<file path="config.mk">
export PLATFORM = sky130hd
export DESIGN_NAME = param_loader
export DESIGN_NICKNAME = d
export VERILOG_FILES = /design/src/cnn_pkg.sv /design/src/param_loader.sv
export SDC_FILE = /design/constraint.sdc
export NUM_CORES = 1
export LEC_CHECK = 0
export BUFFER_PORTS_ARGS = -buffer_cell sky130_fd_sc_hd__buf_4
export CAP_MARGIN = 30
export CORE_MARGIN = 4
export CORE_UTILIZATION = 43
export CTS_CLUSTER_DIAMETER = 60
export CTS_CLUSTER_SIZE = 8
export DETAILED_ROUTE_END_ITERATION = 10
export PLACE_DENSITY_LB_ADDON = 0.12
export RECOVER_POWER = 50
export SLEW_MARGIN = 20
export SYNTH_ARGS = -nofsm -noshare
export SYNTH_HDL_FRONTEND = slang
export SYNTH_SLANG_ARGS = --single-unit
</file>
<file path="constraint.sdc">
create_clock -name clk -period 5.05 [get_ports clk]
set_input_delay 0.505 -clock clk [delete_from_list [all_inputs] [get_ports clk]]
set_output_delay 0.505 -clock clk [all_outputs]
set_load 0.005 [all_outputs]
</file>
<file path="src/cnn_pkg.sv">
package cnn_pkg;

    // geometry of one tile and one kernel
    localparam int ch_num      = 4;
    localparam int tile_dim    = 4;
    localparam int kernel_dim  = 3;
    localparam int taps_per_ch = kernel_dim * kernel_dim;
    localparam int taps_total  = ch_num * taps_per_ch;

    // output block edge and size
    localparam int out_dim     = tile_dim - kernel_dim + 1;
    localparam int out_pos     = out_dim * out_dim;

    // data widths
    localparam int act_w       = 8;
    localparam int param_w     = 4;
    // 36 products of 8x4 bits plus the aligned bias stay well inside this
    localparam int acc_w       = 18;

    // fixed-point requantize constants
    localparam int frac_shift  = 7;
    localparam int round_const = 1 << (frac_shift - 1);
    localparam int act_max     = 127;

    // pixel (c, r, k) at byte c*16 + r*4 + k
    typedef logic [ch_num*tile_dim*tile_dim*act_w-1:0] tile_t;

    // one channel, tap ky*3 + kx at nibble ky*3 + kx
    typedef logic [taps_per_ch*param_w-1:0] weight_word_t;

    // all channels, entry c*9 + tap
    typedef logic [taps_total*param_w-1:0] weights_t;

    // activations for one output position, same order as weights_t
    typedef logic [taps_total*act_w-1:0] window_t;

    // position row*2 + col at byte p
    typedef logic [out_pos*act_w-1:0] out_block_t;

endpackage

</file>
<file path="src/param_loader.sv">
`timescale 1ns/10ps

module param_loader #(
    parameter int CH_NUM = cnn_pkg::ch_num
) (
    input  logic                            clk,
    input  logic                            rst_n,
    input  logic                            param_req,
    input  logic                            param_is_bias,
    input  cnn_pkg::weight_word_t           param_data,
    output logic                            param_ack,
    output logic                            tile_ready,
    output cnn_pkg::weights_t               weights,
    output logic signed [cnn_pkg::param_w-1:0] bias
);

    import cnn_pkg::*;

    localparam int cnt_w = $clog2(CH_NUM + 1);

    // channel c lives at index c, newest word enters at the top
    weight_word_t [CH_NUM-1:0] wreg;

    logic [cnt_w-1:0] wcount;
    logic             bias_seen;
    logic             capture;

    // a new request is only taken while ack is low
    assign capture = rst_n && param_req && !param_ack;

    // four-phase responder plus load bookkeeping
    always_ff @(posedge clk) begin
        if (!rst_n) begin
            param_ack <= 1'b0;
            wcount    <= '0;
            bias_seen <= 1'b0;
        end else begin
            if (capture) begin
                param_ack <= 1'b1;
                if (param_is_bias) begin
                    bias_seen <= 1'b1;
                end else if (wcount != cnt_w'(CH_NUM)) begin
                    wcount <= wcount + 1'b1;
                end
            end else if (!param_req && param_ack) begin
                param_ack <= 1'b0;
            end
        end
    end

    // weight shift register and bias
    always_ff @(posedge clk) begin
        if (capture) begin
            if (param_is_bias) begin
                bias <= param_data[param_w-1:0];
            end else begin
                // drop channel 0, move the rest down one slot
                wreg <= {param_data, wreg[CH_NUM-1:1]};
            end
        end
    end

    assign weights = wreg;

    // ready once a full set has arrived, later loads update in place
    assign tile_ready = (wcount == cnt_w'(CH_NUM)) && bias_seen;

    // ack only answers a request seen on the previous edge
    ack_follows_req: assert property (
        @(posedge clk) disable iff (!rst_n)
        $rose(param_ack) |-> $past(param_req)
    );

    // once loaded, the engine never drops back to not ready
    ready_sticky: assert property (
        @(posedge clk) disable iff (!rst_n)
        tile_ready |=> tile_ready
    );

endmodule

</file>
Word level (Yosys, flattened, before mapping)
Cells that the tools add are included.

word-level totals
  bits of input ports = 40
  logic and storage cells = 24
  bits in registers = 153

cells by class
  $add $sub $neg = 1
  mux-type cells = 2
  bitwise operators = 1
  reduce and logical (&&, ||, !) cells = 10
  eq/ne operators = 2

operators by type and width
  operator               number
  $logic_and A1 B1 Y1    4
  $reduce_and A2 Y1      2
  $add A3 B1 Y3 const B  1
  $eq A3 B3 Y1 const B   1
  $ne A3 B3 Y1 const B   1
  $reduce_and A3 Y1      1
  $logic_not A1 Y1       2
  $mux W1                2
  $reduce_bool A2 Y1     1
  $not A1 Y1             1

Longest topological paths before layout
  depth in word-level cells = 4
  mapped depth = 5
  gate-level depth less buffers = 5

Worst setup path before layout
No wires, ideal clock.

  path kind = input -> register
  start point = in param_is_bias
  end point = reg wcount[1]
  library setup time = 116 ps
  arrival = 2320 ps
  path slack = 2614 ps
  stages on the path = 3
  path buffers = 0
  path through = and4bb_4 -> nand2_2 -> a31o_1

on the way
  cells in the longest elaborated chain, start to end = 2

RTL lines
  element                      RTL line            text
  start, declared              param_loader.sv:9   input logic param_is_bias,
  $not A1 Y1 (no line)         n/a
  $reduce_and A3 Y1 (no line)  n/a
  end signal, assigned         param_loader.sv:43  wcount <= wcount + 1'b1;
  end, declared                param_loader.sv:24  logic [cnt_w-1:0] wcount;

No other way between the ends.
A chain may end at the register's enable or synchronous reset.

Worst setup path in the final report
  start point = reg param_ack
  end point = reg wcount[1]

on the way
  cells in the longest elaborated chain, start to end = 3

RTL lines
  element                      RTL line            text
  start, declared              param_loader.sv:11  output logic param_ack,
  start signal, assigned       param_loader.sv:34  param_ack <= 1'b0;
  start signal, assigned       param_loader.sv:39  param_ack <= 1'b1;
  start signal, assigned       param_loader.sv:46  param_ack <= 1'b0;
  $logic_not A1 Y1             param_loader.sv:29  assign capture = rst_n && param_req && !param_ack;
  $logic_and A1 B1 Y1          param_loader.sv:29
  $reduce_and A3 Y1 (no line)  n/a

No other way between the ends.

==> impl_metrics.yaml <==
outcome:
  status: "finished, violations left"
  violations: "max-capacitance violations, max-slew violations"
finish:
  multi_input_area_um2: 136
  regArea_um2: 4540
  antennaDiodeCount: 0
  nNetsFinal: 425
  num-fill-cells: 747
  drive_above_1_share_pct: 52.5
  final_util_pct: 65.2
  flow.area_growth_from_synthesis_pct: 45.4
placed_design:
  dp_hpwl_mm: 6.51
  gp_congestion: 0.741
  port_buffers: 189
critical_path:
  r2r_setup_slack_ns: 2.24
  worstSetupStartpointType: "flip-flop"
  arrival_ns: 3.21
  cp.required_ns: 5.45
  cp_max_fo: 75
  end_kind: "flip-flop"
  critPathKind: "flip-flop to flip-flop"
floorplan:
  die_x_um: 112
  io_pins: 190
  die_area_um2: 12600
  row_count: 37
  core_um2: 10500
  initial_core_util_pct: 44.8
  die_h_um: 112
timing:
  finalHoldViolations: 0
  maxSlewViolCount: 34
  tightestPinTransition_ns: 1.53
  finalSetupTns_ns: 0
  layout_min_cycle_time_ns: 2.81
  skew_ns: 0.00435
  finalSetupViolations: 0
  max_freq_mhz: 356
  relSlewSlack_pct: -1.95
  rsz0062_at_grt: "false"
  min_period_over_period_pct: 55.7
synthesis:
  yosys-top-cells-count: "148 x edfxtp_1, 5 x dfxtp_1, 4 x nand2_1"
  synth_top_area_share_pct: 94.7
  synth-edff-count: 148
  ys_top_cells_by_area: "edfxtp_1 95%, dfxtp_1 2.1%, ha_1 0.53%"
  syn_nets: 215
  syn_inst: 173
  synthDistinctLibCells: 15
  synth_area_um2: 4690
  synth_most_common_cell: "edfxtp_1"
  async_flop_share_pct: 0
  syn_avg_cell_area_um2: 27.1
  yosys_warnings: 0
  synth_seq_cells: 153
  synth_top_area_cell: "edfxtp_1"
  ys_seq_area_share_pct: 96.9
  synth_flop_cell: "edfxtp_1"
drt:
  wl_mm: 8.83
  dr_wl_met2_mm: 4.74
  vias: 2404
  routed.top_layer: "met4"
  ant_nets: 0
  drtIter0Drc: 68
  drc_errors: 0
  routed_via_density: 4.54
  wl_met1_mm: 3.04
  first_pass_iters: 4
  wire_per_inst_um: 16.7
  wl_met3_um: 897
clock_tree:
  cts-resized-gates: 0
  clkSinkCount: 153
  clock-root-buffer: "clkbuf_8"
  clk_path_buf_depth: 2
  cts_buffers: 17
  cts_setup_buffers: 0
  clk_latency_ns: 0.50
  cts_hold_buf: 0
  htree_levels: 4
  cts_tree: "yes"
  clk_pin_slew_worst_paths_ns: 0.06
global_routing:
  grt_use_total_pct: 14.2
  antenna_found_initial: 0
  grt_max_degree: 76
  grt_pass1_vias: 2506
  grt-ovfl-total: 0
  grt_pass1_wl_mm: 13.5
power_and_ir_drop:
  p_leak_nw: 2.62
  ir_worst_vdd_mv: 0.231
  total_power_mw: 2.69
  power.density_nw_per_um2: 393
min_path:
  hold_class: "primary input to flip-flop"
job:
  drv_cap: 1
[per-layer routing]
| layer | track usage (%) | up-vias |
|---|---|---|
| met2 | 24.2 | 116 |
| met1 | 14.8 | 1164 |
| met5 | 0 | - |
| li1 | - | 1111 |
| met4 | 6.81 | 0 |
| met3 | 6.85 | 13 |
[worst max-delay path, stage by stage (launching register included)]
cell and delay (ns):
dfxtp_1 0.33, and4bb_1 1.29, buf_12 0.33, buf_12 0.37
nand2_2 0.10, a31o_1 0.23
[final timing paths]
check / from / endpoint / cells past startpoint
worst max-delay path: param_ack / wcount[1] / 5
worst max register to register: param_ack / wcount[1] / 5
worst min-delay path: param_data[6] / weights[114] / 1
worst min register to register: weights[116] / weights[80] / 0
[state kept, by name, indices dropped and copies added, names as in the netlist]
register,count
bias,4
bias_seen,1
param_ack,1
wcount,3
weights,144
[cells in the final DEF (no fill, tap or decap), types with 2 or more instances in the layout]
master and instances:
clkbuf_1 13, bufinv_16 3, clkbuf_16 16, buf_4 115
mux2i_1 2, dfxtp_1 5, buf_12 2, inv_1 2
clkinv_1 3, clkbuf_4 62, and3_1 2, clkinv_2 5
ha_1 2, edfxtp_1 148, nand2_1 4
[power by group]
| part | switching, mW | internal [mW] | leakage (nW) |
|---|---|---|---|
| Clock | 0.431 | 0.735 | 0.272 |
| Combinational | 0.0371 | 0.0480 | 0.950 |
| Sequential | 0.0126 | 1.42 | 1.39 |
| Total | 0.481 | 2.20 | 2.62 |
[through the flow]
step	instance area, um2	setup slack [ns]	cells	hold WS, ns
6_report	6820	2.24	530	0.195
5_1_grt	6820	2.00	530	0.158
4_1_cts	6870	2.85	530	0.140
3_5_place_dp	6320	2.53	500	0.433
3_3_place_gp	6300	2.44	499	0.428
2_1_floorplan	4690	2.61	173	0.432
[final cells by class]
cell class                      count  share of cell area [%]
Sequential cell                   153                    66.6
Timing Repair Buffer              191                    20.7
Clock buffer                       18                    6.12
Tap cell                          136                    2.49
Multi-Input combinational cell     18                    2.00
Clock inverter                     12                    1.96
Inverter                            2                   0.110
[kinds of logic (layout without fill, tap and decap cells)]
family	count (synthesis)	count (layout)	share of synthesized area [%]
mux	2	2	0.427
buf+inv	2	223	0.160
compound gates	2	2	0.347
simple gates	12	12	1.68
fa+ha+maj	2	2	0.533
flops	153	153	96.9
No activity file was read; power rests on OpenSTA's default activity.
