==> src/cnn_pkg.sv <==
package cnn_pkg;

    // geometry of one tile and one kernel
    localparam int ch_num      = 4;
    localparam int tile_dim    = 4;
    localparam int kernel_dim  = 3;
    localparam int taps_per_ch = kernel_dim * kernel_dim;
    localparam int taps_total  = ch_num * taps_per_ch;

    // output block edge and size
    localparam int out_dim     = tile_dim - kernel_dim + 1;
    localparam int out_pos     = out_dim * out_dim;

    // data widths
    localparam int act_w       = 8;
    localparam int param_w     = 4;
    // 36 products of 8x4 bits plus the aligned bias stay well inside this
    localparam int acc_w       = 18;

    // fixed-point requantize constants
    localparam int frac_shift  = 7;
    localparam int round_const = 1 << (frac_shift - 1);
    localparam int act_max     = 127;

    // pixel (c, r, k) at byte c*16 + r*4 + k
    typedef logic [ch_num*tile_dim*tile_dim*act_w-1:0] tile_t;

    // one channel, tap ky*3 + kx at nibble ky*3 + kx
    typedef logic [taps_per_ch*param_w-1:0] weight_word_t;

    // all channels, entry c*9 + tap
    typedef logic [taps_total*param_w-1:0] weights_t;

    // activations for one output position, same order as weights_t
    typedef logic [taps_total*act_w-1:0] window_t;

    // position row*2 + col at byte p
    typedef logic [out_pos*act_w-1:0] out_block_t;

endpackage

==> src/window_gather.sv <==
`timescale 1ns/10ps

module window_gather (
    input  logic             clk,
    input  logic             rst_n,
    input  logic             tile_valid,
    input  logic             tile_ready,
    input  cnn_pkg::tile_t   tile_data,
    output logic             win_valid,
    output cnn_pkg::window_t windows [cnn_pkg::out_pos]
);

    import cnn_pkg::*;

    tile_t tile_q;
    logic  accept;

    // the one place a tile gets accepted
    assign accept = tile_valid && tile_ready;

    always_ff @(posedge clk) begin
        if (!rst_n) begin
            win_valid <= 1'b0;
        end else begin
            win_valid <= accept;
        end
    end

    always_ff @(posedge clk) begin
        if (accept) begin
            tile_q <= tile_data;
        end
    end

    // position (r, k) sees rows r..r+2 and cols k..k+2 of each channel
    always_comb begin
        int p;
        int c;
        int ky;
        int kx;
        int r;
        int k;
        int src;
        int dst;
        for (p = 0; p < out_pos; p++) begin
            r = p / out_dim;
            k = p % out_dim;
            for (c = 0; c < ch_num; c++) begin
                for (ky = 0; ky < kernel_dim; ky++) begin
                    for (kx = 0; kx < kernel_dim; kx++) begin
                        src = c * tile_dim * tile_dim + (r + ky) * tile_dim + (k + kx);
                        dst = c * taps_per_ch + ky * kernel_dim + kx;
                        windows[p][dst*act_w +: act_w] = tile_q[src*act_w +: act_w];
                    end
                end
            end
        end
    end

endmodule

==> config.mk <==
export PLATFORM = sky130hd
export DESIGN_NAME = window_gather
export DESIGN_NICKNAME = d
export VERILOG_FILES = /design/src/cnn_pkg.sv /design/src/window_gather.sv
export SDC_FILE = /design/constraint.sdc
export NUM_CORES = 1
export LEC_CHECK = 0
export ABC_AREA = 0
export BUFFER_PORTS_ARGS = -buffer_cell sky130_fd_sc_hd__clkbuf_2
export CAP_MARGIN = 10
export CORE_AREA = 4 4 641 643
export DETAILED_ROUTE_END_ITERATION = 8
export DIE_AREA = 0 0 645 647
export GPL_TIMING_DRIVEN = 0
export MAX_ROUTING_LAYER = met4
export SLEW_MARGIN = 10
export SYNTH_ARGS = -nofsm -noshare
export SYNTH_HDL_FRONTEND = slang
export SYNTH_SLANG_ARGS = --single-unit
==> constraint.sdc <==
create_clock -name clk -period 37 [get_ports clk]
set_input_delay 3.7 -clock clk [delete_from_list [all_inputs] [get_ports clk]]
set_output_delay 3.7 -clock clk [all_outputs]
set_load 0.03 [all_outputs]
### Yosys cells after proc, flatten, opt, wreduce, memory -nomap -nowiden

Cells that the tools add are included.

| storage, ports and cells | value |
|---|---|
| register bits | 513 |
| latch bits | 0 |
| memory bits (writable) | 0 |
| ROM bits | 0 |
| bits of input ports | 516 |
| output and inout port bits | 1153 |
| logic and storage cells | 3 |
| memories kept | 0 |

| cells by class | value |
|---|---|
| $add $sub $neg | 0 |
| multipliers | 0 |
| divide/modulo/power cells | 0 |
| $lt $le $gt $ge | 0 |
| eq/ne operators | 0 |
| shifts and indexed selects | 0 |
| muxes and demuxes | 0 |
| bitwise logic cells | 0 |
| reduce and logical (&&, ||, !) cells | 1 |

Operator list:

| kind | count |
|---|---|
| $logic_and A1 B1 Y1 | 1 |

### Logic depth before layout (Yosys ltp)

Gate-level depths: netlist (run 1).

| logic depth | value |
|---|---|
| depth in word-level cells | 1 |
| mapped depth | 1 |

### Worst setup path after synthesis (run 1)

No wires, ideal clock.

| timing | value |
|---|---|
| path type | input-to-reg |
| start point | in tile_ready |
| end point | reg tile_q[0], enable pin |
| library setup time | 941 ps |
| arrival time | 15191 ps |
| slack | 20868 ps |
| stages | 1 |
| path buffers | 0 |
| cell sequence | and2_1 |

| on the way | value |
|---|---|
| word-level cells in the longest chain between the ends | 1 |

Ends and longest elaborated chain:

| item | line | text |
|---|---|---|
| start, declared | window_gather.sv:7 | `input logic tile_ready,` |
| $logic_and A1 B1 Y1 | window_gather.sv:19 | `assign accept = tile_valid && tile_ready;` |
| end signal, assigned | window_gather.sv:31 | `tile_q <= tile_data;` |
| end, declared | window_gather.sv:15 | `tile_t tile_q;` |

Every way passes these cells.
A chain may end at the register's enable or synchronous reset.

### Worst setup path after layout (run 1)

| timing | value |
|---|---|
| start point | reg tile_q[47] |
| end point | out windows[303] (netlist bit) |

RTL lines:

| item | line | text |
|---|---|---|
| end, declared | window_gather.sv:10 | `output cnn_pkg::window_t windows [cnn_pkg::out_pos]` |

No word-level cell between the ends.

==> flow_metrics.tcl, run 1 <==
set metrics [dict create \
    min_to "tile_q[467]" \
    synth-seq-cells 513 \
    fin_nets 3456 \
    tightest_slew_ns 1.22 \
    yosysSeqAreaShare_pct 76.2 \
    powerDensity_nw_per_um2 53.7 \
    port_buffers 1668 \
    status "complete, no violations" \
    grt_first_pass_wirelength_um 364000 \
    gp_congestion 0.912 \
    power.switching_uw 784 \
    cts.sinks 513 \
    hp-start "tile_data[467]" \
    hpwlAfterDp_um 303000 \
    rsz0062_at_grt "false" \
    die_w_um 645 \
    hold_class "in -> reg" \
    rows 234 \
    place_inst 8278 \
    cp.required_ns 33.30 \
    drv_slew 0 \
    crit_type "reg -> out" \
    max_stage_delay_ns 1.14 \
    grt_overflow 0 \
    crit_path_end_kind "output pin" \
    ys_types 5 \
    detail-route-antenna-nets 0 \
    h-tree-depth 3 \
    min_period_over_period_pct 16.8 \
    power_frac_seq_pct 36.1 \
    wl_per_cell_um 39.0 \
    min_delay_path_depth 1 \
    cts-root-buf "clkbuf_16" \
    crit_arrival_ns 2.51 \
    area_growth_pct 92.4 \
    start_util_pct 4.99 \
    yosys_warnings 0 \
    chipHeight_um 647 \
    cp_slowest_cell "edfxtp_1" \
    tns_ns 0 \
    maxCapViolations 0 \
    grt_max_degree 67 \
    fillers 47000 \
    clkPwrFrac_pct 40.6 \
    multiInputGateArea_um2 15.0 \
    dieArea_um2 417000 \
    syn_area_per_cell_um2 17.5 \
    cts_buffers 87 \
    drtIter0Drc 1591 \
    setup_viol 0 \
    num_vias 18200 \
    grt_pass1_vias 16700 \
    fmax_mhz 161 \
    drcViolationCount 0 \
    drt-total-wl_um 331000 \
    drtPass1Iterations 5 \
    instances_no_fill 8466 \
    syn_area_um2 20200 \
    yosysTopAreaCell "edfxtp_1" \
    cts.repair.resized 0 \
    cts_tree "done" \
    io_pins 1669 \
    drive_gt1_share_pct 82.2 \
    ctsHoldBuffers 0 \
    grt_util_all_layers_pct 15.6 \
    cp-start-kind "flop" \
    syn_inst 1155 \
    fin_crit_ns 6.21 \
    hold_violations 0 \
    synth_top_area_share_pct 76.1 \
    crit_path_cell_trace "buf_4 -> clkbuf_2" \
    ys_top_cells_by_area "edfxtp_1, buf_4, dfxtp_1, and2_1, and3_1" \
    clk_pin_slew_ns 0.06 \
    cts_setup_buffers 0 \
    seq_area_um2 15400 \
    slew_headroom_pct 18.4 \
    p_int_uw 1300 \
    cts_buffer_depth 4 \
    antenna_found_initial 242 \
    p_leak_uw 0.0165 \
    core_um2 405000 \
    synth_nets 1671 \
    avgViaCountPerCell 2.15 \
    crit_path_max_fanout 4 \
    power_frac_comb_pct 23.3 \
    vdd_drop_max_mv 0.0339 \
    swShare_pct 37.6 \
]
area by class of cell:
cell class              instances  area share [%]
clock inverters                60            1.45
well taps                    5428            17.5
flip-flops and latches        513            39.6
multi-input cells               2          0.0386
repair buffers               1696            23.2
clock buffers                  93            5.66
plain buffers                 640            12.4
diodes                         34           0.219
power groups by stage:
stage,Sequential (uW),Clock [uW],Combinational (uW)
3_3_place_gp,799,0,484
2_1_floorplan,806,0,167
5_1_grt,758,917,514
6_report,753,848,486
3_5_place_dp,768,0,502
4_1_cts,757,903,503
cell usage after synthesis:
library cell,count
buf_4,640
and3_1,1
and2_1,1
dfxtp_1,1
edfxtp_1,512
cell usage in the layout (no fill, tap or decap), types with 3 or more instances in the layout:
| cell type | n |
|---|---|
| buf_12 | 3 |
| buf_16 | 20 |
| buf_4 | 640 |
| buf_8 | 5 |
| bufinv_16 | 8 |
| clkbuf_1 | 6 |
| clkbuf_16 | 87 |
| clkbuf_2 | 1668 |
| clkinv_1 | 16 |
| clkinv_2 | 12 |
| clkinv_4 | 6 |
| clkinvlp_4 | 6 |
| diode_2 | 34 |
| edfxtp_1 | 512 |
| inv_6 | 12 |
through the flow:
step,cell area (um2),hold slack [ns],utilization [%],power [uW],setup slack (ns)
global route,38900,2.95,9.59,2190,30.63
floorplan,20200,3.80,-,973,20.87
finish,38900,3.04,9.60,2090,30.79
CTS,38800,2.88,9.57,2160,30.57
detailed placement,36000,3.88,8.89,1270,31.18
global placement,35400,3.88,8.72,1280,11.23
cells by family (layout without fill, tap and decap cells):
group,Yosys count,after routing,share of synthesized area [%]
buffers and inverters,640,2489,23.8
DFF,513,513,76.2
and+or+nand+nor,2,2,0.0619
other,0,34,0
metal layers:
metal / vias to the layer above / global-route usage, % / part of all wire, %
met5: - / - / 0
met4: 0 / 3.16 / 3.0
met3: 564 / 9.98 / 16
met2: 1777 / 26.1 / 48
met1: 8800 / 15.3 / 33
li1: 7054 / - / -
worst max-delay path by stage:
stage                      startpoint            to  depth (start not counted)
after global placement     tile_valid   tile_q[196]                          2
after CTS                 tile_q[301]  windows[749]                          2
after global routing      tile_q[340]  windows[780]                          2
after floorplan            tile_ready     tile_q[0]                          1
after detailed placement   tile_valid   tile_q[203]                          6
final                      tile_q[47]  windows[303]                          2
worst max-delay path: cells and delay by family (launching register included):
family / cells / cell delay, ns
buffers and inverters: 2 / 0.53
DFF: 1 / 1.14
flip-flops by register name, indices dropped and copies added (netlist names):
| register | count |
|---|---|
| win_valid | 1 |
| tile_q | 512 |
No activity file was read; power rests on OpenSTA's default activity.
==> run 2: changes to the inputs <==
--- a/config.mk
+++ b/config.mk
@@ -8,9 +8,9 @@
 export ABC_AREA = 0
 export BUFFER_PORTS_ARGS = -buffer_cell sky130_fd_sc_hd__clkbuf_2
 export CAP_MARGIN = 10
-export CORE_AREA = 4 4 641 643
+export CORE_AREA = 4 4 646 648
 export DETAILED_ROUTE_END_ITERATION = 8
-export DIE_AREA = 0 0 645 647
+export DIE_AREA = 0 0 650 652
 export GPL_TIMING_DRIVEN = 0
 export MAX_ROUTING_LAYER = met4
 export SLEW_MARGIN = 10
==> constraint.sdc (replaced) <==
create_clock -name clk -period 5.72 [get_ports clk]
set_input_delay 0.572 -clock clk [delete_from_list [all_inputs] [get_ports clk]]
set_output_delay 0.572 -clock clk [all_outputs]
set_load 0.03 [all_outputs]
==> run 2 against run 1 <==
Net effect:
- setup slack got worse by 28 ns
- wire length is 1.9% higher
- via count up 13%
- flip-flop and latch count did not move
- core utilization up 1.2 points
- critical endpoint is now windows[780]
- largest cell class is now buffers
- highest routed layer unchanged
==> flow_metrics.tcl, run 2 (synthesis results as in run 1) <==
set metrics [dict create \
    rows 236 \
    core_um2 412000 \
    hold_violations 0 \
    p_total_uw 14100 \
    cp-start-kind "flop" \
    crit_type "reg -> out" \
    met2_length_um 159000 \
    cp.required_ns 5.15 \
    hpwlAfterDp_um 305000 \
    crit_path_max_fanout 4 \
    h-tree-depth 3 \
    min_period_over_period_pct 55.4 \
    hold_class "in -> reg" \
    cts.sinks 513 \
    gp_congestion 0.950 \
    largest_register "tile_q" \
    largestRegisters "tile_q (512), win_valid (1)" \
    cts_setup_buffers 0 \
    status "complete, no violations" \
    crit_arrival_ns 2.60 \
    cts_buffers 89 \
    start_util_pct 4.91 \
    rsz0062_at_grt "false" \
    crit_path_end_kind "output pin" \
    io_pins 1669 \
    layout_common_cells "clkbuf_2, buf_4, dlygate4sd3_1" \
    cts-root-buf "clkbuf_16" \
    grt_max_degree 67 \
    grt_overflow 0 \
    drt-total-wl_um 337000 \
    detail-route-antenna-nets 0 \
    min_to "tile_q[427]" \
    chipHeight_um 652 \
    min_delay_path_depth 2 \
    drtIter0Drc 1897 \
    worstPathBufferInverterCount 2 \
    final_common_cell "clkbuf_2" \
    maxCapViolations 0 \
    setup_viol 0 \
    tightest_slew_ns 1.27 \
    fmax_mhz 316 \
    die_w_um 650 \
    crit_path_cell_trace "buf_4 -> clkbuf_2" \
    hp-start "tile_data[427]" \
    drive_gt1_share_pct 70.3 \
    drv_slew 0 \
    slew_headroom_pct 15.3 \
    drcViolationCount 0 \
    tns_ns 0 \
    cts_buffer_depth 4 \
    cts_tree "done" \
    largest_reg_flops 512 \
    antenna_found_initial 238 \
    port_buffers 1668 \
    cts.repair.resized 0 \
    wl_per_cell_um 37.2 \
    vdd_drop_max_mv 0.220 \
    clk_pin_slew_ns 0.06 \
    grt_first_pass_wirelength_um 378000 \
    num_vias 20600 \
    area_growth_pct 119 \
    fin_nets 3975 \
    grt_util_all_layers_pct 15.8 \
    powerDensity_nw_per_um2 318 \
    drtPass1Iterations 5 \
    fin_crit_ns 3.17 \
    dieArea_um2 424000 \
    wl_met1_um 114000 \
    route.met3.wl_um 52800 \
    top_layer "met4" \
    cp_slowest_cell "edfxtp_1" \
    p_leak_uw 0.0187 \
    critPathTopFamily "flip-flops" \
    avgViaCountPerCell 2.28 \
    max_stage_delay_ns 1.16 \
    grt_pass1_vias 19800 \
]
[run 2: cell count changes in the layout (fill, tap and decap cells not counted), sizes merged]
cell         delta
dlygate4sd3   +514
diode          +23
inv             +7
clkinv          -6
clkbuf          +5
buf             +3
bufinv          -1
[run 2: per-layer routing]
| metal | global-route usage [%] | vias up |
|---|---|---|
| li1 | - | 8133 |
| met1 | 15.5 | 9988 |
| met2 | 26.0 | 1974 |
| met3 | 10.1 | 551 |
| met4 | 3.76 | 0 |
| met5 | - | - |
[run 2: report_power, final]
part	internal, uW	switching, uW	total, uW	leakage, uW
logic	1080	2480	3560	0.0125
registers	4430	438	4870	0.00481
clock network	3200	2460	5670	0.00139
total	8720	5380	14100	0.0187
[run 2: timing repair]
action                     CTS  global route
hold endpoints to repair   513             0
setup endpoints to repair    0             0
hold buffers               514             0
[run 2: how the worst max path moves through the flow]
stage,end,slack (ns),start,cells after the start
after floorplan,tile_q[0],1.16,tile_valid,1
after global placement,tile_q[360],-2.02,tile_valid,2
after detailed placement,tile_q[336],2.33,tile_valid,7
after CTS,windows[547],2.37,tile_q[467],2
after global routing,windows[106],2.50,tile_q[210],1
final,windows[780],2.55,tile_q[340],2
[run 2: area by class of cell]
type	instances	area (um2)
clock buffers	98	2260
flip-flops and latches	513	15400
well taps	5474	6850
clock inverters	60	593
fillers	47200	368000
multi-input cells	2	15.0
repair buffers	2213	14300
diodes	57	143
plain buffers	640	4800
[run 2: stage by stage]
step	worst slack (ns)	hold slack, ns	std cells	util [%]	area, um2
5_1_grt	2.50	0.391	9041	10.7	44300
4_1_cts	2.37	0.340	9000	10.7	44200
3_5_place_dp	2.33	0.751	8328	8.78	36200
6_report	2.55	0.442	9057	10.8	44300
3_3_place_gp	-2.02	0.749	8297	8.60	35400
2_1_floorplan	1.16	0.671	1155	-	20200
