**src/cnn_pkg.sv**
```systemverilog
package cnn_pkg;

    // geometry of one tile and one kernel
    localparam int ch_num      = 4;
    localparam int tile_dim    = 4;
    localparam int kernel_dim  = 3;
    localparam int taps_per_ch = kernel_dim * kernel_dim;
    localparam int taps_total  = ch_num * taps_per_ch;

    // output block edge and size
    localparam int out_dim     = tile_dim - kernel_dim + 1;
    localparam int out_pos     = out_dim * out_dim;

    // data widths
    localparam int act_w       = 8;
    localparam int param_w     = 4;
    // 36 products of 8x4 bits plus the aligned bias stay well inside this
    localparam int acc_w       = 18;

    // fixed-point requantize constants
    localparam int frac_shift  = 7;
    localparam int round_const = 1 << (frac_shift - 1);
    localparam int act_max     = 127;

    // pixel (c, r, k) at byte c*16 + r*4 + k
    typedef logic [ch_num*tile_dim*tile_dim*act_w-1:0] tile_t;

    // one channel, tap ky*3 + kx at nibble ky*3 + kx
    typedef logic [taps_per_ch*param_w-1:0] weight_word_t;

    // all channels, entry c*9 + tap
    typedef logic [taps_total*param_w-1:0] weights_t;

    // activations for one output position, same order as weights_t
    typedef logic [taps_total*act_w-1:0] window_t;

    // position row*2 + col at byte p
    typedef logic [out_pos*act_w-1:0] out_block_t;

endpackage

```
**src/requantize.sv**
```systemverilog
`timescale 1ns/10ps

module requantize (
    input  logic                               clk,
    input  logic                               rst_n,
    input  logic                               sum_valid,
    input  logic signed [cnn_pkg::acc_w-1:0]   sums [cnn_pkg::out_pos],
    input  logic signed [cnn_pkg::param_w-1:0] bias,
    output logic                               out_valid,
    output cnn_pkg::out_block_t                out_block
);

    import cnn_pkg::*;

    logic signed [acc_w-1:0] bias_term;
    out_block_t              block_d;

    // bias lifted to the fraction point of the accumulator
    assign bias_term = acc_w'(bias) <<< frac_shift;

    always_comb begin
        int p;
        logic signed [acc_w-1:0] t;
        for (p = 0; p < out_pos; p++) begin
            t = sums[p] + bias_term + acc_w'(round_const);
            t = t >>> frac_shift;
            // relu, then saturate
            if (t < 0) begin
                block_d[p*act_w +: act_w] = '0;
            end else if (t > acc_w'(act_max)) begin
                block_d[p*act_w +: act_w] = act_w'(act_max);
            end else begin
                block_d[p*act_w +: act_w] = t[act_w-1:0];
            end
        end
    end

    always_ff @(posedge clk) begin
        if (!rst_n) begin
            out_valid <= 1'b0;
        end else begin
            out_valid <= sum_valid;
        end
    end

    always_ff @(posedge clk) begin
        out_block <= block_d;
    end

    for (genvar p = 0; p < out_pos; p++) begin : g_range_chk
        out_in_range: assert property (
            @(posedge clk) disable iff (!rst_n)
            out_valid |-> (out_block[p*act_w +: act_w] <= act_w'(act_max))
        );
    end

endmodule

```
**config.mk**
```make
export PLATFORM = sky130hd
export DESIGN_NAME = requantize
export DESIGN_NICKNAME = d
export VERILOG_FILES = /design/src/cnn_pkg.sv /design/src/requantize.sv
export SDC_FILE = /design/constraint.sdc
export NUM_CORES = 1
export LEC_CHECK = 0
export BUFFER_PORTS_ARGS = -buffer_cell sky130_fd_sc_hd__buf_4
export CORE_ASPECT_RATIO = 1.1
export CORE_MARGIN = 10
export CORE_UTILIZATION = 38
export DETAILED_ROUTE_END_ITERATION = 10
export GPL_TIMING_DRIVEN = 0
export PLACE_DENSITY = 0.68
export RECOVER_POWER = 25
export SLEW_MARGIN = 10
export SYNTH_ARGS = -nofsm -noshare
export SYNTH_HDL_FRONTEND = slang
export SYNTH_SLANG_ARGS = --single-unit
export TNS_END_PERCENT = 1
```
**constraint.sdc**
```tcl
create_clock -name clk -period 1.8 [get_ports clk]
set_clock_uncertainty 0.15 [all_clocks]
set_input_delay 0.18 -clock clk [delete_from_list [all_inputs] [get_ports clk]]
set_output_delay 0.18 -clock clk [all_outputs]
set_load 0.05 [all_outputs]
```
Yosys cells after proc, flatten, opt, wreduce, memory -nomap -nowiden
Index checks and enable logic that the tools add are counted.
{"block": "word_totals", "reg_bits": 33, "n_memories": 0, "mem_bits_rw": 0, "romBits": 0, "latchBits": 0}
{"block": "op_classes", "n_lt_le_gt_ge": 8, "shifts": 0, "n_div": 0, "n_eq_ne": 0, "n_reduce_logical": 4, "n_addsub": 8, "n_mux": 4, "bitwise": 0, "multipliers": 0}
{"op": "$add A18 B11 Y18", "n": 4}
{"op": "$add A18 B8 Y18 const B", "n": 4}
{"op": "$gt A11 B8 Y1 const B", "n": 4}
{"op": "$lt A11 B1 Y1 const B", "n": 4}
{"op": "$mux W7", "n": 4}
{"op": "$reduce_or A2 Y1", "n": 4}

Longest topological paths before layout
Gate-level depths: netlist of run 1.
{"block": "logic_depth", "word_depth": 4, "ltp_mapped": 8, "depth_no_buf": 8}

Least setup slack after synthesis of run 1
OpenSTA, ideal clock, no wires.
{"block": "synth_timing", "kind": "input-to-reg", "from": "input sums[24] (netlist bit)", "to": "register out_block[17]", "setup_slack_ps": -158, "setup_time_ps": 139, "t_required_ps": 1511, "path_stages": 8, "n_path_buf": 0, "arrival_ps": 1668, "cell_sequence": "inv_1 > fa_1 > nand2b_1 > a21oi_1 > o22ai_1 > xnor2_1 > a211oi_2 > a31oi_1"}
{"block": "synth_between", "elab_chain_len": 4, "word_cells_on_any_way": 5, "classes_between": "2 x add/sub; 2 x order compare; 1 x mux"}
{"item": "start: declaration", "line": "requantize.sv:7", "text": "input logic signed [cnn_pkg::acc_w-1:0] sums [cnn_pkg::out_pos],"}
{"item": "$add A18 B11 Y18 *", "line": "requantize.sv:25", "text": "t = sums[p] + bias_term + acc_w'(round_const);"}
{"item": "$add A18 B8 Y18 *", "line": "requantize.sv:25"}
{"item": "$gt A11 B8 Y1", "line": "requantize.sv:30", "text": "end else if (t > acc_w'(act_max)) begin"}
{"item": "$mux W7", "line": "requantize.sv:30"}
{"item": "end signal: assignment", "line": "requantize.sv:47", "text": "out_block <= block_d;"}
{"item": "end: declaration", "line": "requantize.sv:10", "text": "output cnn_pkg::out_block_t out_block"}
Every way passes the cells marked *; elsewhere a longest branch is shown, timed or not.
A chain may end at the register's enable or synchronous reset.

Final worst setup path of run 1
{"block": "layout_timing", "from": "input sums[7] (netlist bit)", "to": "register out_block[29]"}
Same word-level chain as after synthesis.

==> impl_metrics.yaml, run 1 <==
status:
  outcome: "finished with violations"
  violations: "setup timing"
grt:
  grt_max_degree: 33
  grt_usage: 0.1274
  grt.overflow.total: 0
  grt_pass1_wl_um: 11830
  antenna_found_initial: 0
  grt_pass1_vias: 2740
clock_tree:
  cts_tree: "done"
  clock-sinks: 33
  clkTransAtPathRegs_ps: 60
  clockBufferDepth: 2
  cts_made_buffers: 5
  clock-root-buffer: "clkbuf_8"
  htree_levels: 2
flow_run:
  drv_cap: 0
timing:
  timing.final.hold_violations: 0
  max_freq_mhz: 548.0
  fin_setup_tns_ps: -167.2
  rsz0062_at_grt: "yes"
  min_period_ps: 1825
  fin_crit_sh: 1.014
  setup_viol: 14
  timing.final.ws_setup_ps: -24.67
  drv_slew: 0
  tightest_slew_ps: 626.9
  slew_headroom: 0.5838
floorplan:
  start_util: 0.3952
  core_area_um2: 7127
  dieArea_um2: 11260
  num_io_pins: 112
  die_h_um: 110.3
  die_w_um: 102.1
  fp-row-count: 32
synthesis:
  synth_ff_type: "dfxtp_1"
  async_reset_ff_frac: 0
  synth_cells: 325
  synth-seq-cells: 33
  synth_cell_types: 30
  syn_avg_cell_area_um2: 8.666
  synthesis.area_um2: 2816
  ys_seq_area_frac: 0.2346
  yosysWarnings: 0
  synth_edf_count: 0
critical_path:
  endpoint_kind: "register"
  crit_fanout: 7
  cp_data_arrival_time_ps: 1880
  cp_slowest_cell: "a311o_1"
  worstPathCellList: "buf_4, ha_1, a211oi_2, o211ai_1, a311o_1, a21oi_2, xnor2_2, buf_6, a31oi_1"
  slowest_delay_ps: 320
  cp.required_ps: 1860
  crit_start: "sums[7]"
  path_class: "primary input to register"
  worst_setup_path_start_kind: "primary input"
placed_design:
  pre_cts_ws_ps: -593.1
  dp_hpwl_um: 6033
  numPortBuffers: 87
  gp_congestion: 0.8561
finish:
  multiInputGateArea_um2: 2419
  fill_cells: 667
  area_growth_syn_to_layout_pct: 46.11
  drive_gt1_frac: 0.3601
  seqCellArea_um2: 660.6
  diodes: 0
  final_core_util: 0.5774
  layout_commonest_cell: "buf_4"
  final_cell_mix: "buf_4, dfxtp_1, a31oi_1"
  nNetsFinal: 558
drt:
  dr.pass1.iters: 4
  via_per_inst: 5.347
  routedWlPerCell_um: 15.11
  drc: 0
  dr.first_iter.drc_count: 54
  via_count: 2786
  ant_nets: 0
  finalWirelength_um: 7871
power_and_ir_drop:
  power.density_nw_per_um2: 863.0
  peakVddDrop_mv: 0.3276
  p_leak_nw: 1.844
min_path:
  holdPathEnd: "out_block[0]"
  whs_path_depth: 4
  hp-start: "sums[61]"
  min_path_type: "primary input to register"
==> kinds of logic (layout without fill, tap and decap cells) <==
family,after synthesis,count (layout),synth area share
AND/OR/NAND/NOR,70,70,0.1164
other,1,4,0.001331
AO/OA/AOI/OAI,124,124,0.3070
buffers and inverters,17,125,0.02266
adder cells (fa/ha/maj),44,44,0.2061
XOR/XNOR,36,36,0.1119
flip-flops,33,33,0.2346
==> per-stage QoR <==
stage | cell area (µm²) | std cells | total power, mW | hold slack (ps)
after floorplan | 2890 | 328 | 2.364 | 151.7
after global placement | 3650 | 500 | 2.902 | 237.1
after detailed placement | 3650 | 500 | 2.924 | 251.1
after CTS | 4003 | 517 | 3.532 | 211.1
after global routing | 4115 | 521 | 3.776 | 246.4
final | 4115 | 521 | 3.551 | 234.1
==> cell type report <==
| cell class | instances | share of cell area |
|---|---|---|
| tap | 85 | 0.02584 |
| inverter | 17 | 0.01642 |
| multi-input combinational | 278 | 0.5877 |
| clock inverter | 2 | 0.002432 |
| sequential | 33 | 0.1605 |
| timing repair buffer | 100 | 0.1894 |
| clock buffer | 6 | 0.01763 |
==> worst max path at each step <==
stage | end | slack (ps)
CTS | out_block[8] | -70
detailed placement | out_block[3] | -590
global placement | out_block[16] | -570
finish | out_block[29] | -20
global route | out_block[3] | -150
floorplan | out_block[17] | -90
==> repair_timing <==
action / CTS / global route
endpoints found under the setup margin: 28 / 28
hold buffers: 2 / 0
hold endpoints to repair: 1 / 0
pin swaps: 33 / 31
resized for setup: 36 / 15
buffers inserted: 7 / 3
gates cloned: 0 / 1
==> cells in the mapped netlist, drive strengths merged, types with 8 or more instances <==
| master | instances | area share |
|---|---|---|
| xor2 | 26 | 0.081 |
| o211ai | 16 | 0.044 |
| nand2b | 12 | 0.027 |
| inv | 17 | 0.023 |
| a211oi | 10 | 0.036 |
| dfxtp | 33 | 0.23 |
| o22ai | 8 | 0.018 |
| a21oi | 36 | 0.071 |
| xnor2 | 10 | 0.031 |
| nand2 | 27 | 0.036 |
| ha | 40 | 0.18 |
| a31oi | 28 | 0.062 |
| nor2 | 17 | 0.023 |
==> power by group <==
part	internal [mW]	switching (mW)	total, mW
Clock	0.267	0.244	0.511
Sequential	0.904	0.0431	0.947
Combinational	0.770	1.32	2.09
Total	1.94	1.61	3.55
==> layer usage <==
layer / up-vias / wire (µm) / track usage
li1: 1447 / - / -
met1: 1266 / 3445 / 0.1457
met2: 65 / 4028 / 0.2331
met3: 8 / 334 / 0.02927
met4: 0 / 62 / 0.03226
met5: - / 0 / 0
==> critical path, delay by kind of cell <==
kind | cells | cell delay, ps
compound gates | 5 | 1040
xor+xnor | 1 | 90
fa+ha+maj | 1 | 310
buf+inv | 2 | 250
==> state kept, by name, indices dropped and copies added (netlist names) <==
signal / flops
out_block: 32
out_valid: 1
Power figures use the tool's default switching activity.
==> run 2, diff against run 1 <==
--- a/config.mk
+++ b/config.mk
@@ -11,7 +11,7 @@
 export CORE_UTILIZATION = 38
 export DETAILED_ROUTE_END_ITERATION = 10
 export GPL_TIMING_DRIVEN = 0
-export PLACE_DENSITY = 0.68
+export PLACE_DENSITY = 0.74
 export RECOVER_POWER = 25
 export SLEW_MARGIN = 10
 export SYNTH_ARGS = -nofsm -noshare
==> impl_metrics.yaml, run 2 (synthesis results as in run 1) <==
status:
  outcome: "finished with violations"
  violations: "setup timing"
critical_path:
  endpoint_kind: "register"
  cp.required_ps: 1810
  cp_data_arrival_time_ps: 1860
  worstPathCellList: "buf_16, ha_1, a21oi_1, and2b_1, a311o_1, a21oi_2, xnor2_2, buf_6, a31oi_1"
  crit_fanout: 16
  slowest_delay_ps: 340
  path_class: "primary input to register"
  cp_slowest_cell: "a311o_1"
  crit_buf_inv: 2
  crit_family: "compound AO/OA/AOI/OAI gates"
  worst_setup_path_start_kind: "primary input"
drt:
  via_per_inst: 5.486
  ant_nets: 0
  dr.pass1.iters: 4
  drc: 0
  dr.first_iter.drc_count: 67
  routedWlPerCell_um: 15.60
  finalWirelength_um: 8095
  via_count: 2847
grt:
  grt.overflow.total: 0
  grt_max_degree: 33
  grt_pass1_vias: 2725
  antenna_found_initial: 0
  grt_pass1_wl_um: 12020
  grt_usage: 0.1281
power_and_ir_drop:
  p_leak_nw: 1.851
  pwr-share-seq: 0.262
  peakVddDrop_mv: 0.2993
  clockPowerShare: 0.141
  p_sw_mw: 1.650
  power.density_nw_per_um2: 863.8
  internal_power_mw: 1.967
  comb_power_share: 0.598
  swShare: 0.4562
floorplan:
  fp-row-count: 32
  core_area_um2: 7127
  die_w_um: 102.1
  dieArea_um2: 11260
  die_h_um: 110.3
  start_util: 0.3952
  num_io_pins: 112
min_path:
  whs_path_depth: 4
  hp-start: "sums[28]"
  holdPathEnd: "out_block[19]"
  min_path_type: "primary input to register"
placed_design:
  gp_congestion: 0.8676
  post_dp_cell_area_um2: 3650
  dp_hpwl_um: 5964
  dp_cells: 500
  numPortBuffers: 87
timing:
  slew_headroom: 0.5912
  hold-worst-slack_ps: 250.3
  setup_viol: 21
  timing.final.hold_violations: 0
  rsz0062_at_grt: "yes"
  tightest_slew_ps: 615.9
  timing.final.ws_setup_ps: -51.39
  min_period_ps: 1851
  max_freq_mhz: 540.1
  drv_slew: 0
  fin_crit_sh: 1.029
finish:
  top_register: "out_block"
  layout_commonest_cell: "buf_4"
  final_cell_mix: "buf_4, dfxtp_1, xor2_1, a31oi_1, ha_1"
  largest_reg_flops: 32
  final_cells: 519
  area_growth_syn_to_layout_pct: 48.69
  nNetsFinal: 556
  drive_gt1_frac: 0.3710
  reg.largest.list: "out_block (32), out_valid (1)"
  diodes: 0
  final_area_um2: 4188
clock_tree:
  clkTransAtPathRegs_ps: 60
  clockBufferDepth: 2
  clock-root-buffer: "clkbuf_8"
  clock-sinks: 33
  htree_levels: 2
  cts_tree: "done"
  cts_made_buffers: 5
flow_run:
  drv_cap: 0
==> run 2: metal layers <==
layer,global-route usage,up-vias,wire length [µm]
li1,-,1445,-
met1,0.1462,1330,3411
met2,0.2318,65,4150
met3,0.03861,7,488
met4,0.02419,0,46
met5,0,-,0
==> run 2: worst max path at each step <==
| stage | startpoint | to | slack [ps] | cells after the start |
|---|---|---|---|---|
| CTS | bias[0] | out_block[4] | -100 | 9 |
| global placement | bias[3] | out_block[16] | -560 | 8 |
| finish | bias[3] | out_block[6] | -50 | 9 |
| global route | bias[1] | out_block[3] | -150 | 7 |
| detailed placement | bias[3] | out_block[8] | -580 | 8 |
| floorplan | bias[0] | out_block[17] | -90 | 8 |
==> run 2: power groups by stage <==
stage / sequential, mW / combinational [mW] / clock [mW]
6_report: 0.946 / 2.16 / 0.509
5_1_grt: 0.963 / 2.33 / 0.550
4_1_cts: 0.950 / 2.03 / 0.527
3_5_place_dp: 0.966 / 1.96 / 0
3_3_place_gp: 0.965 / 1.93 / 0
2_1_floorplan: 1.57 / 0.789 / 0
==> run 2: timing repair <==
item,4_1_cts,5_1_grt
setup endpoints to repair,28,28
gates cloned,0,1
hold endpoints to repair,1,0
buffers inserted,5,3
resized for setup,27,38
hold buffers,2,0
pin swaps,36,39
==> run 2: metrics by stage <==
stage / worst slack [ps] / util / setup TNS, ps / total power, mW
floorplan: -94.24 / - / -2116 / 2.364
global placement: -562.0 / 0.5121 / -15420 / 2.897
detailed placement: -579.8 / 0.5121 / -15670 / 2.923
CTS: -101.2 / 0.5488 / -1775 / 3.504
global route: -151.1 / 0.5876 / -3000 / 3.838
finish: -51.39 / 0.5876 / -469.5 / 3.617
==> run 2: layout make-up <==
| class | count | area, µm² |
|---|---|---|
| sequential | 33 | 660.6 |
| timing repair buffer | 98 | 764.5 |
| clock buffer | 6 | 72.57 |
| multi-input combinational | 278 | 2506 |
| fill | 628 | 2939 |
| tap | 85 | 106.4 |
| inverter | 17 | 67.56 |
| clock inverter | 2 | 10.01 |
==> run 3, diff against run 2 <==
==> constraint.sdc (replaced) <==
create_clock -name clk -period 1.63 [get_ports clk]
set_clock_uncertainty 0.15 [all_clocks]
set_input_delay 0.163 -clock clk [delete_from_list [all_inputs] [get_ports clk]]
set_output_delay 0.163 -clock clk [all_outputs]
set_load 0.05 [all_outputs]
==> impl_metrics.yaml, run 3 (synthesis results as in run 1) <==
floorplan:
  start_util: 0.3952
  die_h_um: 110.3
  dieArea_um2: 11260
  fp-row-count: 32
  core_area_um2: 7127
  die_w_um: 102.1
  num_io_pins: 112
placed_design:
  gp_congestion: 0.8676
  dp_hpwl_um: 5964
  post_dp_cell_area_um2: 3650
  dp_cells: 500
  numPortBuffers: 87
status:
  violations: "setup timing"
  outcome: "finished with violations"
timing:
  max_freq_mhz: 545.2
  min_period_ps: 1834
  timing.final.ws_setup_ps: -204.2
  drv_slew: 0
  rsz0062_at_grt: "yes"
  tightest_slew_ps: 615.9
  fin_crit_sh: 1.125
  timing.final.hold_violations: 0
  setup_viol: 28
  hold-worst-slack_ps: 233.3
  slew_headroom: 0.5912
grt:
  grt_pass1_wl_um: 12020
  grt_pass1_vias: 2727
  grt.overflow.total: 0
  grt_usage: 0.1281
  antenna_found_initial: 0
  grt_max_degree: 33
drt:
  routedWlPerCell_um: 15.59
  via_per_inst: 5.487
  dr.first_iter.drc_count: 66
  drc: 0
  via_count: 2848
  ant_nets: 0
  dr.pass1.iters: 4
  finalWirelength_um: 8092
finish:
  reg.largest.list: "out_block (32), out_valid (1)"
  final_area_um2: 4188
  fill_cells: 628
  largest_reg_flops: 32
  final_cells: 519
  top_register: "out_block"
  diodes: 0
  final_cell_mix: "buf_4, dfxtp_1, xor2_1, a31oi_1, ha_1"
  nNetsFinal: 556
  drive_gt1_frac: 0.3710
  layout_commonest_cell: "buf_4"
  area_growth_syn_to_layout_pct: 48.69
min_path:
  holdPathEnd: "out_block[19]"
  min_path_type: "primary input to register"
  whs_path_depth: 4
  hp-start: "sums[28]"
critical_path:
  crit_family: "compound AO/OA/AOI/OAI gates"
  crit_buf_inv: 2
  path_class: "primary input to register"
  slowest_delay_ps: 340
  cp_slowest_cell: "a311o_1"
  worst_setup_path_start_kind: "primary input"
  cp.required_ps: 1640
  crit_fanout: 16
  endpoint_kind: "register"
  worstPathCellList: "buf_16, ha_1, a21oi_1, and2b_1, a311o_1, a21oi_2, xnor2_2, buf_6, a31oi_1"
  cp_data_arrival_time_ps: 1840
clock_tree:
  clock-root-buffer: "clkbuf_8"
  clockBufferDepth: 2
  cts_tree: "done"
  clkTransAtPathRegs_ps: 60
  clock-sinks: 33
  htree_levels: 2
  cts_made_buffers: 5
power_and_ir_drop:
  p_leak_nw: 1.851
  power.density_nw_per_um2: 953.9
  peakVddDrop_mv: 0.3304
flow_run:
  drv_cap: 0
run 3: worst max-delay path by stage:
| stage | startpoint | to | slack, ps | cells past startpoint |
|---|---|---|---|---|
| 6_report | bias[3] | out_block[6] | -200 | 9 |
| 5_1_grt | bias[1] | out_block[3] | -300 | 7 |
| 4_1_cts | bias[0] | out_block[4] | -250 | 9 |
| 3_5_place_dp | bias[3] | out_block[8] | -730 | 8 |
| 3_3_place_gp | bias[3] | out_block[16] | -710 | 8 |
| 2_1_floorplan | bias[0] | out_block[17] | -250 | 8 |
run 3: through the flow:
stage	worst slack, ps	utilization	TNS [ps]	total power, mW
floorplan	-247.2	-	-6400	2.610
global placement	-715.0	0.5121	-19710	3.199
detailed placement	-732.8	0.5121	-19950	3.228
CTS	-254.2	0.5488	-6057	3.870
global route	-304.1	0.5876	-7287	4.238
finish	-204.2	0.5876	-4702	3.995
run 3: layout make-up:
class                      count  area [µm²]  area share
multi-input combinational    278        2506      0.5984
timing repair buffer          98       764.5      0.1826
sequential                    33       660.6      0.1578
tap                           85       106.4     0.02540
clock buffer                   6       72.57     0.01733
inverter                      17       67.56     0.01613
clock inverter                 2       10.01    0.002390
run 3: power by group:
part / switching (mW) / internal [mW] / total [mW]
Clock: 0.268 / 0.295 / 0.562
Combinational: 1.51 / 0.879 / 2.39
Sequential: 0.0468 / 0.998 / 1.05
Total: 1.82 / 2.17 / 3.99
run 3: timing repair:
item | 4_1_cts | 5_1_grt
endpoints found under the hold margin | 1 | 0
pin swaps | 36 | 38
resized for setup | 27 | 38
hold buffers | 2 | 0
buffers inserted | 5 | 3
setup endpoints to repair | 28 | 28
cloned | 0 | 1
run 3: tightest hold or removal path, cell delays in order:
cell and delay (ps):
buf_4 100, ha_4 150, xor2_1 70, a31oi_1 140
run 3: per-layer routing:
metal / vias to the layer above / wire, µm / track usage / share of wire
li1: 1446 / - / - / -
met1: 1328 / 3406 / 0.1462 / 0.42
met2: 67 / 4149 / 0.2318 / 0.51
met3: 7 / 490 / 0.03861 / 0.061
met4: 0 / 46 / 0.02419 / 0.0057
met5: - / 0 / 0 / 0
